--- src/axi_rd_pkg.sv ---
`default_nettype none

// AXI read-channel widths and channel structs on both sides of the remapper
package axi_rd_pkg;

  // Upstream IDs are wide and sparse, downstream IDs are dense
  localparam int unsigned SlvIdWidth = 7;
  localparam int unsigned MstIdWidth = 4;
  localparam int unsigned AddrWidth  = 32;
  localparam int unsigned LenWidth   = 8;
  localparam int unsigned DataWidth  = 32;

  typedef logic [SlvIdWidth-1:0] slv_id_t;
  typedef logic [MstIdWidth-1:0] mst_id_t;
  typedef logic [AddrWidth-1:0]  addr_t;
  typedef logic [LenWidth-1:0]   len_t;
  typedef logic [DataWidth-1:0]  data_t;

  // AR payload as seen on the slave port
  typedef struct packed {
    slv_id_t id;
    addr_t   addr;
    len_t    len;
  } slv_ar_t;

  // AR payload after remapping, only the ID is narrower
  typedef struct packed {
    mst_id_t id;
    addr_t   addr;
    len_t    len;
  } mst_ar_t;

  // R beat as returned to the slave port
  typedef struct packed {
    slv_id_t id;
    data_t   data;
    logic    last;
  } slv_r_t;

  // R beat as delivered by the downstream slave
  typedef struct packed {
    mst_id_t id;
    data_t   data;
    logic    last;
  } mst_r_t;

endpackage

`default_nettype wire

--- src/remap_pkg.sv ---
`default_nettype none

// Types and constants specific to the ID remapping logic
package remap_pkg;

  // Table index width, four entries at most
  localparam int unsigned IdxWidth    = 2;
  // In-flight counter width, seven transactions per ID at most
  localparam int unsigned CntWidth    = 3;
  localparam int unsigned PrefixWidth = 2;

  typedef logic [IdxWidth-1:0]    idx_t;
  typedef logic [CntWidth-1:0]    cnt_t;
  typedef logic [PrefixWidth-1:0] prefix_t;

  // Class field position inside the incoming ID
  localparam int unsigned ClassMsb   = 6;
  localparam int unsigned ClassLsb   = 5;
  // Selects the core for coherent traffic
  localparam int unsigned CoreSelBit = 4;

  // Codes of the class field, which double as prefixes
  localparam prefix_t PrefixCore0    = 2'b00;
  localparam prefix_t PrefixCore1    = 2'b01;
  localparam prefix_t PrefixCoherent = 2'b10;

  // AR admission FSM
  typedef enum logic {
    Ready,
    Hold
  } ar_state_e;

endpackage

`default_nettype wire

--- src/ar_remap_ctrl.sv ---
`timescale 1ns/1ps
`default_nettype none

// AR admission control
// Decides whether an incoming AR may enter the table, picks its index and builds
// the master-side ID from the class prefix and that index
module ar_remap_ctrl
  import axi_rd_pkg::*;
  import remap_pkg::*;
#(
  parameter int unsigned NumEntries   = 4,
  parameter int unsigned MaxTxnsPerId = 2
) (
  input  logic    clk_i,
  input  logic    rst_n_i,
  // Slave side AR
  input  slv_ar_t slv_ar_i,
  input  logic    slv_ar_valid_i,
  output logic    slv_ar_ready_o,
  // Master side AR
  output mst_ar_t mst_ar_o,
  output logic    mst_ar_valid_o,
  input  logic    mst_ar_ready_i,
  // Table lookups for the current AR ID
  input  logic    exists_i,
  input  idx_t    exists_idx_i,
  input  logic    exists_full_i,
  input  logic    full_i,
  input  idx_t    free_idx_i,
  // Table allocation
  output logic    push_o,
  output idx_t    push_idx_o
);

  ar_state_e state_q;
  ar_state_e state_d;
  // Index of a request that waits for the master to accept it
  idx_t      hold_idx_q;
  idx_t      hold_idx_d;
  logic      admit;
  idx_t      mst_idx;
  prefix_t   prefix;

  // ******************************
  // Admission
  // ******************************

  // A known ID may add to its entry until the limit, a new ID needs a free entry
  assign admit = slv_ar_valid_i && (exists_i ? !exists_full_i : !full_i);

  // Reuse keeps bursts with one input ID on one master ID, so their order holds
  assign push_idx_o = exists_i ? exists_idx_i : free_idx_i;

  always_comb begin
    state_d        = state_q;
    hold_idx_d     = hold_idx_q;
    mst_ar_valid_o = 1'b0;
    slv_ar_ready_o = 1'b0;
    push_o         = 1'b0;
    mst_idx        = push_idx_o;
    case (state_q)
      Ready: begin
        // The table is updated now even if the master stalls the AR
        if (admit) begin
          mst_ar_valid_o = 1'b1;
          slv_ar_ready_o = mst_ar_ready_i;
          push_o         = 1'b1;
          if (!mst_ar_ready_i) begin
            state_d    = Hold;
            hold_idx_d = push_idx_o;
          end
        end
      end
      Hold: begin
        // Already counted, so keep presenting it without a second push
        mst_idx        = hold_idx_q;
        mst_ar_valid_o = 1'b1;
        slv_ar_ready_o = mst_ar_ready_i;
        if (mst_ar_ready_i) begin
          state_d = Ready;
        end
      end
      default: begin
        state_d = Ready;
      end
    endcase
  end

  always_ff @(posedge clk_i) begin
    if (!rst_n_i) begin
      state_q <= Ready;
    end else begin
      state_q <= state_d;
    end
  end

  always_ff @(posedge clk_i) begin
    hold_idx_q <= hold_idx_d;
  end

  // ******************************
  // Master ID composition
  // ******************************

  // Coherent traffic is sorted by core, the other classes keep their code
  // Code 11 is not expected and falls back to core 0
  always_comb begin
    case (slv_ar_i.id[ClassMsb:ClassLsb])
      PrefixCoherent: prefix = slv_ar_i.id[CoreSelBit] ? PrefixCore1 : PrefixCore0;
      PrefixCore0:    prefix = PrefixCore0;
      PrefixCore1:    prefix = PrefixCore1;
      default:        prefix = PrefixCore0;
    endcase
  end

  assign mst_ar_o = '{id: {prefix, mst_idx}, addr: slv_ar_i.addr, len: slv_ar_i.len};

  // ******************************
  // Assertions
  // ******************************

  initial begin
    assert ((NumEntries >= 1) && (NumEntries <= (1 << IdxWidth)))
      else $error("NumEntries out of range");
    assert ((MaxTxnsPerId >= 1) && (MaxTxnsPerId < (1 << CntWidth)))
      else $error("MaxTxnsPerId out of range");
  end

  // A stalled AR stays on the bus with the same ID until the master takes it
  assert property (@(posedge clk_i) disable iff (!rst_n_i)
    mst_ar_valid_o && !mst_ar_ready_i |=> mst_ar_valid_o && $stable(mst_ar_o.id))
    else $error("Held AR changed before transfer");

endmodule

`default_nettype wire

--- src/id_remap_table.sv ---
`timescale 1ns/1ps
`default_nettype none

// Remap table indexed by the output index
// Every entry keeps the input ID it serves and how many transactions are in flight for it
module id_remap_table
  import axi_rd_pkg::*;
  import remap_pkg::*;
#(
  parameter int unsigned NumEntries   = 4,
  parameter int unsigned MaxTxnsPerId = 2
) (
  input  logic    clk_i,
  input  logic    rst_n_i,
  // Lookup of the incoming AR ID
  input  slv_id_t lookup_id_i,
  output logic    exists_o,
  output idx_t    exists_idx_o,
  output logic    exists_full_o,
  // Free entry search
  output logic    full_o,
  output idx_t    free_idx_o,
  // Allocation on an admitted AR
  input  logic    push_i,
  input  slv_id_t push_id_i,
  input  idx_t    push_idx_i,
  // Release on the last R beat
  input  logic    pop_i,
  input  idx_t    pop_idx_i,
  output slv_id_t pop_id_o
);

  // Count value at which an ID accepts no further transaction
  localparam cnt_t CntMax = cnt_t'(MaxTxnsPerId);

  // ******************************
  // Storage
  // ******************************

  // Input ID per entry, only meaningful while the count is nonzero
  slv_id_t id_q [NumEntries];
  // In-flight count per entry
  cnt_t    cnt_q [NumEntries];
  cnt_t    cnt_d [NumEntries];

  // One bit per entry
  logic [NumEntries-1:0] free;
  logic [NumEntries-1:0] match;

  // ******************************
  // Lookups
  // ******************************

  // An entry is free once its count has dropped to zero
  // A match needs a live entry, so stale IDs in free entries never hit
  always_comb begin
    for (int i = 0; i < NumEntries; i++) begin
      free[i]  = (cnt_q[i] == '0);
      match[i] = (cnt_q[i] != '0) && (id_q[i] == lookup_id_i);
    end
  end

  // Lowest free entry wins
  // The loop runs downwards so that the last hit is the lowest index
  always_comb begin
    free_idx_o = '0;
    for (int i = NumEntries - 1; i >= 0; i--) begin
      if (free[i]) begin
        free_idx_o = idx_t'(i);
      end
    end
  end

  // At most one entry can match, the priority search only picks its index
  always_comb begin
    exists_idx_o = '0;
    for (int i = NumEntries - 1; i >= 0; i--) begin
      if (match[i]) begin
        exists_idx_o = idx_t'(i);
      end
    end
  end

  assign full_o        = ~|free;
  assign exists_o      = |match;
  assign exists_full_o = (cnt_q[exists_idx_o] == CntMax);

  // Input ID handed back for the R beat that is leaving
  assign pop_id_o = id_q[pop_idx_i];

  // ******************************
  // Push and pop
  // ******************************

  // A push and a pop on the same entry in one cycle cancel out
  always_comb begin
    for (int i = 0; i < NumEntries; i++) begin
      cnt_d[i] = cnt_q[i];
      if (push_i && (push_idx_i == idx_t'(i))) begin
        cnt_d[i] = cnt_d[i] + cnt_t'(1);
      end
      if (pop_i && (pop_idx_i == idx_t'(i))) begin
        cnt_d[i] = cnt_d[i] - cnt_t'(1);
      end
    end
  end

  always_ff @(posedge clk_i) begin
    if (!rst_n_i) begin
      for (int i = 0; i < NumEntries; i++) begin
        cnt_q[i] <= '0;
      end
    end else begin
      for (int i = 0; i < NumEntries; i++) begin
        cnt_q[i] <= cnt_d[i];
      end
    end
  end

  // Rewriting the ID of a live entry stores the same value again
  always_ff @(posedge clk_i) begin
    if (push_i) begin
      id_q[push_idx_i] <= push_id_i;
    end
  end

  // ******************************
  // Assertions
  // ******************************

  // The control module only pushes below the per-ID limit, onto a free entry
  // or onto the one that already holds this ID
  assert property (@(posedge clk_i) disable iff (!rst_n_i)
    push_i |-> (cnt_q[push_idx_i] < CntMax) &&
               ((cnt_q[push_idx_i] == '0) || (id_q[push_idx_i] == push_id_i)))
    else $error("Push overfills entry %0d", push_idx_i);

  // Every last beat must belong to an outstanding burst
  assert property (@(posedge clk_i) disable iff (!rst_n_i)
    pop_i |-> (cnt_q[pop_idx_i] != '0))
    else $error("Pop underflows entry %0d", pop_idx_i);

  // Index reuse keeps each input ID in one entry only
  assert property (@(posedge clk_i) disable iff (!rst_n_i)
    $onehot0(match))
    else $error("Input ID held by more than one entry");

endmodule

`default_nettype wire

--- src/rd_id_remap_top.sv ---
`timescale 1ns/1ps
`default_nettype none

// Read-channel ID remapper
// AR IDs are compressed through the remap table, R beats get their original ID back
module rd_id_remap_top
  import axi_rd_pkg::*;
  import remap_pkg::*;
#(
  parameter int unsigned NumEntries   = 4,
  parameter int unsigned MaxTxnsPerId = 2
) (
  input  logic    clk_i,
  input  logic    rst_n_i,
  // Slave port
  input  slv_ar_t slv_ar_i,
  input  logic    slv_ar_valid_i,
  output logic    slv_ar_ready_o,
  output slv_r_t  slv_r_o,
  output logic    slv_r_valid_o,
  input  logic    slv_r_ready_i,
  // Master port
  output mst_ar_t mst_ar_o,
  output logic    mst_ar_valid_o,
  input  logic    mst_ar_ready_i,
  input  mst_r_t  mst_r_i,
  input  logic    mst_r_valid_i,
  output logic    mst_r_ready_o
);

  logic    exists;
  idx_t    exists_idx;
  logic    exists_full;
  logic    full;
  idx_t    free_idx;
  logic    push;
  idx_t    push_idx;
  logic    pop;
  idx_t    pop_idx;
  slv_id_t pop_id;

  // ******************************
  // R return path
  // ******************************

  // The low bits of the master ID are the table index, the prefix is dropped
  assign pop_idx = mst_r_i.id[IdxWidth-1:0];

  // An entry is released by the beat that ends its burst
  assign pop = mst_r_valid_i && slv_r_ready_i && mst_r_i.last;

  assign slv_r_o       = '{id: pop_id, data: mst_r_i.data, last: mst_r_i.last};
  assign slv_r_valid_o = mst_r_valid_i;
  assign mst_r_ready_o = slv_r_ready_i;

  id_remap_table #(
    .NumEntries   (NumEntries),
    .MaxTxnsPerId (MaxTxnsPerId)
  ) u_table (
    .clk_i         (clk_i),
    .rst_n_i       (rst_n_i),
    .lookup_id_i   (slv_ar_i.id),
    .exists_o      (exists),
    .exists_idx_o  (exists_idx),
    .exists_full_o (exists_full),
    .full_o        (full),
    .free_idx_o    (free_idx),
    .push_i        (push),
    .push_id_i     (slv_ar_i.id),
    .push_idx_i    (push_idx),
    .pop_i         (pop),
    .pop_idx_i     (pop_idx),
    .pop_id_o      (pop_id)
  );

  ar_remap_ctrl #(
    .NumEntries   (NumEntries),
    .MaxTxnsPerId (MaxTxnsPerId)
  ) u_ctrl (
    .clk_i          (clk_i),
    .rst_n_i        (rst_n_i),
    .slv_ar_i       (slv_ar_i),
    .slv_ar_valid_i (slv_ar_valid_i),
    .slv_ar_ready_o (slv_ar_ready_o),
    .mst_ar_o       (mst_ar_o),
    .mst_ar_valid_o (mst_ar_valid_o),
    .mst_ar_ready_i (mst_ar_ready_i),
    .exists_i       (exists),
    .exists_idx_i   (exists_idx),
    .exists_full_i  (exists_full),
    .full_i         (full),
    .free_idx_i     (free_idx),
    .push_o         (push),
    .push_idx_o     (push_idx)
  );

endmodule

`default_nettype wire

--- config.mk ---
export PLATFORM = sky130hd
export DESIGN_NAME = rd_id_remap_top
export DESIGN_NICKNAME = d
export VERILOG_FILES = /design/src/axi_rd_pkg.sv /design/src/remap_pkg.sv /design/src/ar_remap_ctrl.sv /design/src/id_remap_table.sv /design/src/rd_id_remap_top.sv
export SDC_FILE = /design/constraint.sdc
export NUM_CORES = 1
export LEC_CHECK = 0
export BUFFER_PORTS_ARGS = -buffer_cell sky130_fd_sc_hd__buf_2
export CAP_MARGIN = 40
export CORE_ASPECT_RATIO = 1.25
export CORE_MARGIN = 5
export CORE_UTILIZATION = 30
export DETAILED_ROUTE_END_ITERATION = 6
export HOLD_SLACK_MARGIN = 0.12
export PLACE_DENSITY = 0.54
export SLEW_MARGIN = 20
export SYNTH_ARGS = -nofsm -noshare
export SYNTH_HDL_FRONTEND = slang
export SYNTH_SLANG_ARGS = --single-unit
--- constraint.sdc ---
create_clock -name clk_i -period 3.4 [get_ports clk_i]
set_clock_uncertainty 0.05 [all_clocks]
set_input_delay 0.34 -clock clk_i [delete_from_list [all_inputs] [get_ports clk_i]]
set_output_delay 0.34 -clock clk_i [all_outputs]
set_load 0.01 [all_outputs]
==> tab_implementation.tex <==
\begin{tabular}{lr}
\hline
Metric & Value \\
\hline
\multicolumn{2}{l}{\textbf{Logic synthesis}} \\
\quad Syn Inst Count & 305 \\
\quad Leading register cell type out of synthesis & sky130\_fd\_sc\_hd\_\_edfxtp\_1 \\
\quad Post-synthesis compound-gate area fraction & 4.760\% \\
\quad Yosys Warn Count & 0 \\
\quad Synthesized-area fraction occupied by adder cells & 5.331\% \\
\quad Netlist area before placement & 3286 um\^{}2 \\
\quad Top-area cell type share of the netlist area & 27.42\% \\
\quad Mux contribution to synthesized area & 6.017\% \\
\quad Share of synthesized area occupied by flip-flops and latches & 35.34\% \\
\quad Area share of and/or/nand/nor cells after synthesis & 15.04\% \\
\quad Synth area leaders & sky130\_fd\_sc\_hd\_\_edfxtp\_1 (27\%), sky130\_fd\_sc\_hd\_\_buf\_4 (17\%), sky130\_fd\_sc\_hd\_\_dfxtp\_1 (7.9\%) \\
\quad Xor/xnor cell area share of the yosys netlist & 12.34\% \\
\quad Most frequent cells after synthesis & sky130\_fd\_sc\_hd\_\_buf\_4 (76), sky130\_fd\_sc\_hd\_\_edfxtp\_1 (30), sky130\_fd\_sc\_hd\_\_xnor2\_1 (23) \\
\quad Syn\_nets & 409 \\
\quad Leading cell type by number of instances after synthesis & sky130\_fd\_sc\_hd\_\_buf\_4 \\
\quad Number of synthesized register bits & 43 \\
\quad Number of synthesized flops with an enable pin & 30 \\
\quad Largest area contributor in the synthesized netlist & sky130\_fd\_sc\_hd\_\_edfxtp\_1 \\
\quad Share of async-settable or async-resettable flops after synthesis & 0\% \\
\quad Mean post-synth cell area & 10.77 um\^{}2 \\
\quad Main combinational cell family by area after synthesis & buffers and inverters \\
\quad Unique masters post-synth & 51 \\
\multicolumn{2}{l}{\textbf{Clock network}} \\
\quad H-tree depth reported by CTS & 2 \\
\quad TritonCTS clock tree & done \\
\quad Clock Tree Root & sky130\_fd\_sc\_hd\_\_clkbuf\_16 \\
\quad Total clock buffers created by CTS & 5 \\
\quad Sink count of the clock tree & 43 \\
\quad Cts hold-fix bufs & 0 \\
\quad Clock-pin slew on the worst setup and hold paths & 70 ps \\
\quad Clock latency reported for the late side of the worst-skew pair & 290 ps \\
\quad Max Root-Sink Buffers & 2 \\
\multicolumn{2}{l}{\textbf{Final layout}} \\
\quad Layout filler cell count & 1094 \\
\quad Share of post-route cells with drive strength above 1 & 28.57\% \\
\quad Net count, final & 376 \\
\quad Area used by multi-input combinational logic & 1446 um\^{}2 \\
\quad Storage element area & 1162 um\^{}2 \\
\quad Layout Area Growth over Synthesis & -0.5713\% \\
\quad Antenna fix cells & 0 \\
\multicolumn{2}{l}{\textbf{STA}} \\
\quad Final setup fails & 0 \\
\quad Count of final max-slew check failures & 0 \\
\quad Max-slew headroom at the worst pin & 64.83\% \\
\quad Setup TNS & 0 ps \\
\quad Final count of hold timing violations & 0 \\
\quad Final period demand of the worst path & 3199 ps \\
\quad Final critical-path share of the clock period & 94.10\% \\
\quad Fmax achieved & 0.3126 GHz \\
\quad Setup slack of the critical path after layout & 200.6 ps \\
\quad Transition time of the tightest slew-check pin & 526.9 ps \\
\quad Hold WS & 200.8 ps \\
\multicolumn{2}{l}{\textbf{Setup path}} \\
\quad Worst r2r src & u\_table.id\_q[0][6] \\
\quad Launching element type of the critical path & flip-flop \\
\quad Register-to-Register Path Depth & 13 \\
\quad Worst reg2reg setup slack & 200 ps \\
\quad Critical path peak fanout & 6 \\
\quad Arrival time worst endpoint & 3360 ps \\
\quad End of the worst register-to-register path & u\_table.cnt\_q[1][2] \\
\quad Sort of element at the end of the critical path & flip-flop \\
\quad Critical path class & flip-flop to flip-flop \\
\quad Data required time at the worst endpoint & 3560 ps \\
\multicolumn{2}{l}{\textbf{Hold path}} \\
\quad Worst hold path stage count & 2 \\
\quad Type of the worst min-delay path & input pin to flip-flop \\
\quad Worst Hold End & u\_ctrl.state\_q \\
\quad Critical hold path startpoint & mst\_ar\_ready\_i \\
\multicolumn{2}{l}{\textbf{Floorplanning}} \\
\quad Die width & 103.6 um \\
\quad Effective utilization at floorplan & 30.80\% \\
\quad Die area & 13160 um\^{}2 \\
\quad Area of the core region & 10670 um\^{}2 \\
\quad I/O pin count & 178 \\
\quad Height of the chip & 127.0 um \\
\quad Number of rows created at floorplan & 42 \\
\multicolumn{2}{l}{\textbf{Drt}} \\
\quad ANT nets after route & 0 \\
\quad Number of vias after detailed routing & 1880 \\
\quad 1st-pass router iterations & 4 \\
\quad Residual DRC & 0 \\
\quad Number of DRC violations after detailed-routing iteration 0 & 62 \\
\quad Total wirelength of the detailed-routed design & 6068 um \\
\quad Via density per instance & 4.642 \\
\quad Routed length per placed instance & 14.98 um \\
\multicolumn{2}{l}{\textbf{Global route}} \\
\quad Number of global-route vias before repair & 1828 \\
\quad Initial antenna violation count & 0 \\
\quad Overflow left after global routing & 0 \\
\quad Maximum number of pins on one net before global-route repair & 16 \\
\quad Global-route wire length before repair & 9342 um \\
\quad Tot GR Track Use & 8.929\% \\
\multicolumn{2}{l}{\textbf{Place}} \\
\quad Gp weighted congestion & 0.7760 \\
\quad Detailed placer's ending HPWL & 4757 um \\
\quad Buffers added on ports & 30 \\
\quad Pre-CTS setup slack & 61.50 ps \\
\multicolumn{2}{l}{\textbf{Flow run}} \\
\quad Max-cap violation count & 0 \\
\multicolumn{2}{l}{\textbf{Power}} \\
\quad Final total power & 1.881 mW \\
\quad Leakage power & 1.207 nW \\
\quad Power density normalized to cell area & 575.7 nW/um\^{}2 \\
\quad Maximum VDD drop & 0.0002750 V \\
\multicolumn{2}{l}{\textbf{Status}} \\
\quad Status & finished clean \\
\hline
\end{tabular}
[worst max-delay path, stage by stage, from the launching register on]
cell and delay (ps):
sky130_fd_sc_hd__edfxtp_1 420, sky130_fd_sc_hd__xor2_1 190, sky130_fd_sc_hd__nor4_4 330, sky130_fd_sc_hd__nand4_2 210
sky130_fd_sc_hd__o41ai_1 370, sky130_fd_sc_hd__a41o_1 430, sky130_fd_sc_hd__nor4b_4 120, sky130_fd_sc_hd__buf_4 170
sky130_fd_sc_hd__xnor2_1 140, sky130_fd_sc_hd__ha_1 160, sky130_fd_sc_hd__nand2_1 60, sky130_fd_sc_hd__xnor2_1 140
sky130_fd_sc_hd__and3_1 180, sky130_fd_sc_hd__nor3_1 130
[through the flow]
step                      utilization [%]  instance area [um^2]  cells
after floorplan                         -                  3286    305
after global placement              28.33                  3022    391
after detailed placement            28.33                  3022    391
after global routing                30.62                  3267    405
after CTS                           29.94                  3194    399
final                               30.62                  3267    405
[area by class of cell]
| cell class | count | area share (%) |
|---|---|---|
| Inverter | 14 | 1.609 |
| Clock buffer | 5 | 3.830 |
| Multi-Input combinational cell | 164 | 44.27 |
| Sequential cell | 43 | 35.58 |
| Clock inverter | 3 | 1.455 |
| Tap cell | 132 | 5.056 |
| Timing Repair Buffer | 44 | 8.196 |
[worst max-delay path by stage]
| stage | start | end | slack, ps |
|---|---|---|---|
| global placement | slv_ar_i[40] | u_table.cnt_q[0][2] | 100 |
| global route | u_table.cnt_q[1][1] | u_table.cnt_q[0][2] | -20 |
| finish | u_table.id_q[0][6] | u_table.cnt_q[1][2] | 200 |
| floorplan | u_table.cnt_q[1][0] | u_table.cnt_q[0][2] | 280 |
| CTS | u_table.cnt_q[2][0] | u_table.cnt_q[2][2] | 80 |
| detailed placement | slv_ar_i[40] | u_table.cnt_q[1][2] | 60 |
[cell usage in the layout, fill, tap and decap left out, drive strengths merged, types with 2 or more instances in the layout]
master	netlist	routed
nand2b	2	2
inv	13	14
nor2	15	15
buf	84	44
or2	3	3
ha	14	14
mux4	7	7
and3	6	6
nor4	6	6
a21oi	9	9
nand4	6	6
a31oi	2	2
nor3	9	9
edfxtp	30	30
xnor3	4	4
nor4b	2	2
xnor2	23	23
dfxtp	13	13
nand2	18	18
clkbuf	0	5
o21ai	4	4
clkinv	1	2
nor2b	2	2
mux2i	4	4
xor2	13	13
[cell families (layout without fill, tap and decap cells)]
logic type      after synthesis  after routing
compound gates               22             22
xor+xnor                     40             40
fa+ha+maj                    14             14
buf+inv                      98             66
flops                        43             43
mux                          11             11
other cells                   1              1
simple gates                 76             76
[flip-flops by register name, summed over array words and instances, names as in the netlist]
name               count
u_table.id_q          28
u_table.cnt_q         12
u_ctrl.hold_idx_q      2
u_ctrl.state_q         1
[per-layer routing]
metal | wire [um] | GRT usage [%] | up-vias | share of wire [%]
li1 | - | - | 907 | -
met1 | 2378 | 9.984 | 880 | 39
met2 | 3064 | 15.39 | 65 | 50
met3 | 429 | 2.876 | 28 | 7.1
met4 | 195 | 4.170 | 0 | 3.2
met5 | 0 | 0 | - | 0
[repair_timing]
item                                    4_1_cts  5_1_grt
endpoints found under the setup margin        0        7
buffers inserted                              0        6
resized for setup                             0        4
[where the power goes]
group	leakage (nW)	switching, mW	total, mW	internal (mW)
registers	0.382	0.0505	0.703	0.653
clock network	0.0844	0.206	0.557	0.350
logic	0.741	0.313	0.621	0.308
Note: power is estimated with default switching activity, not from simulation.
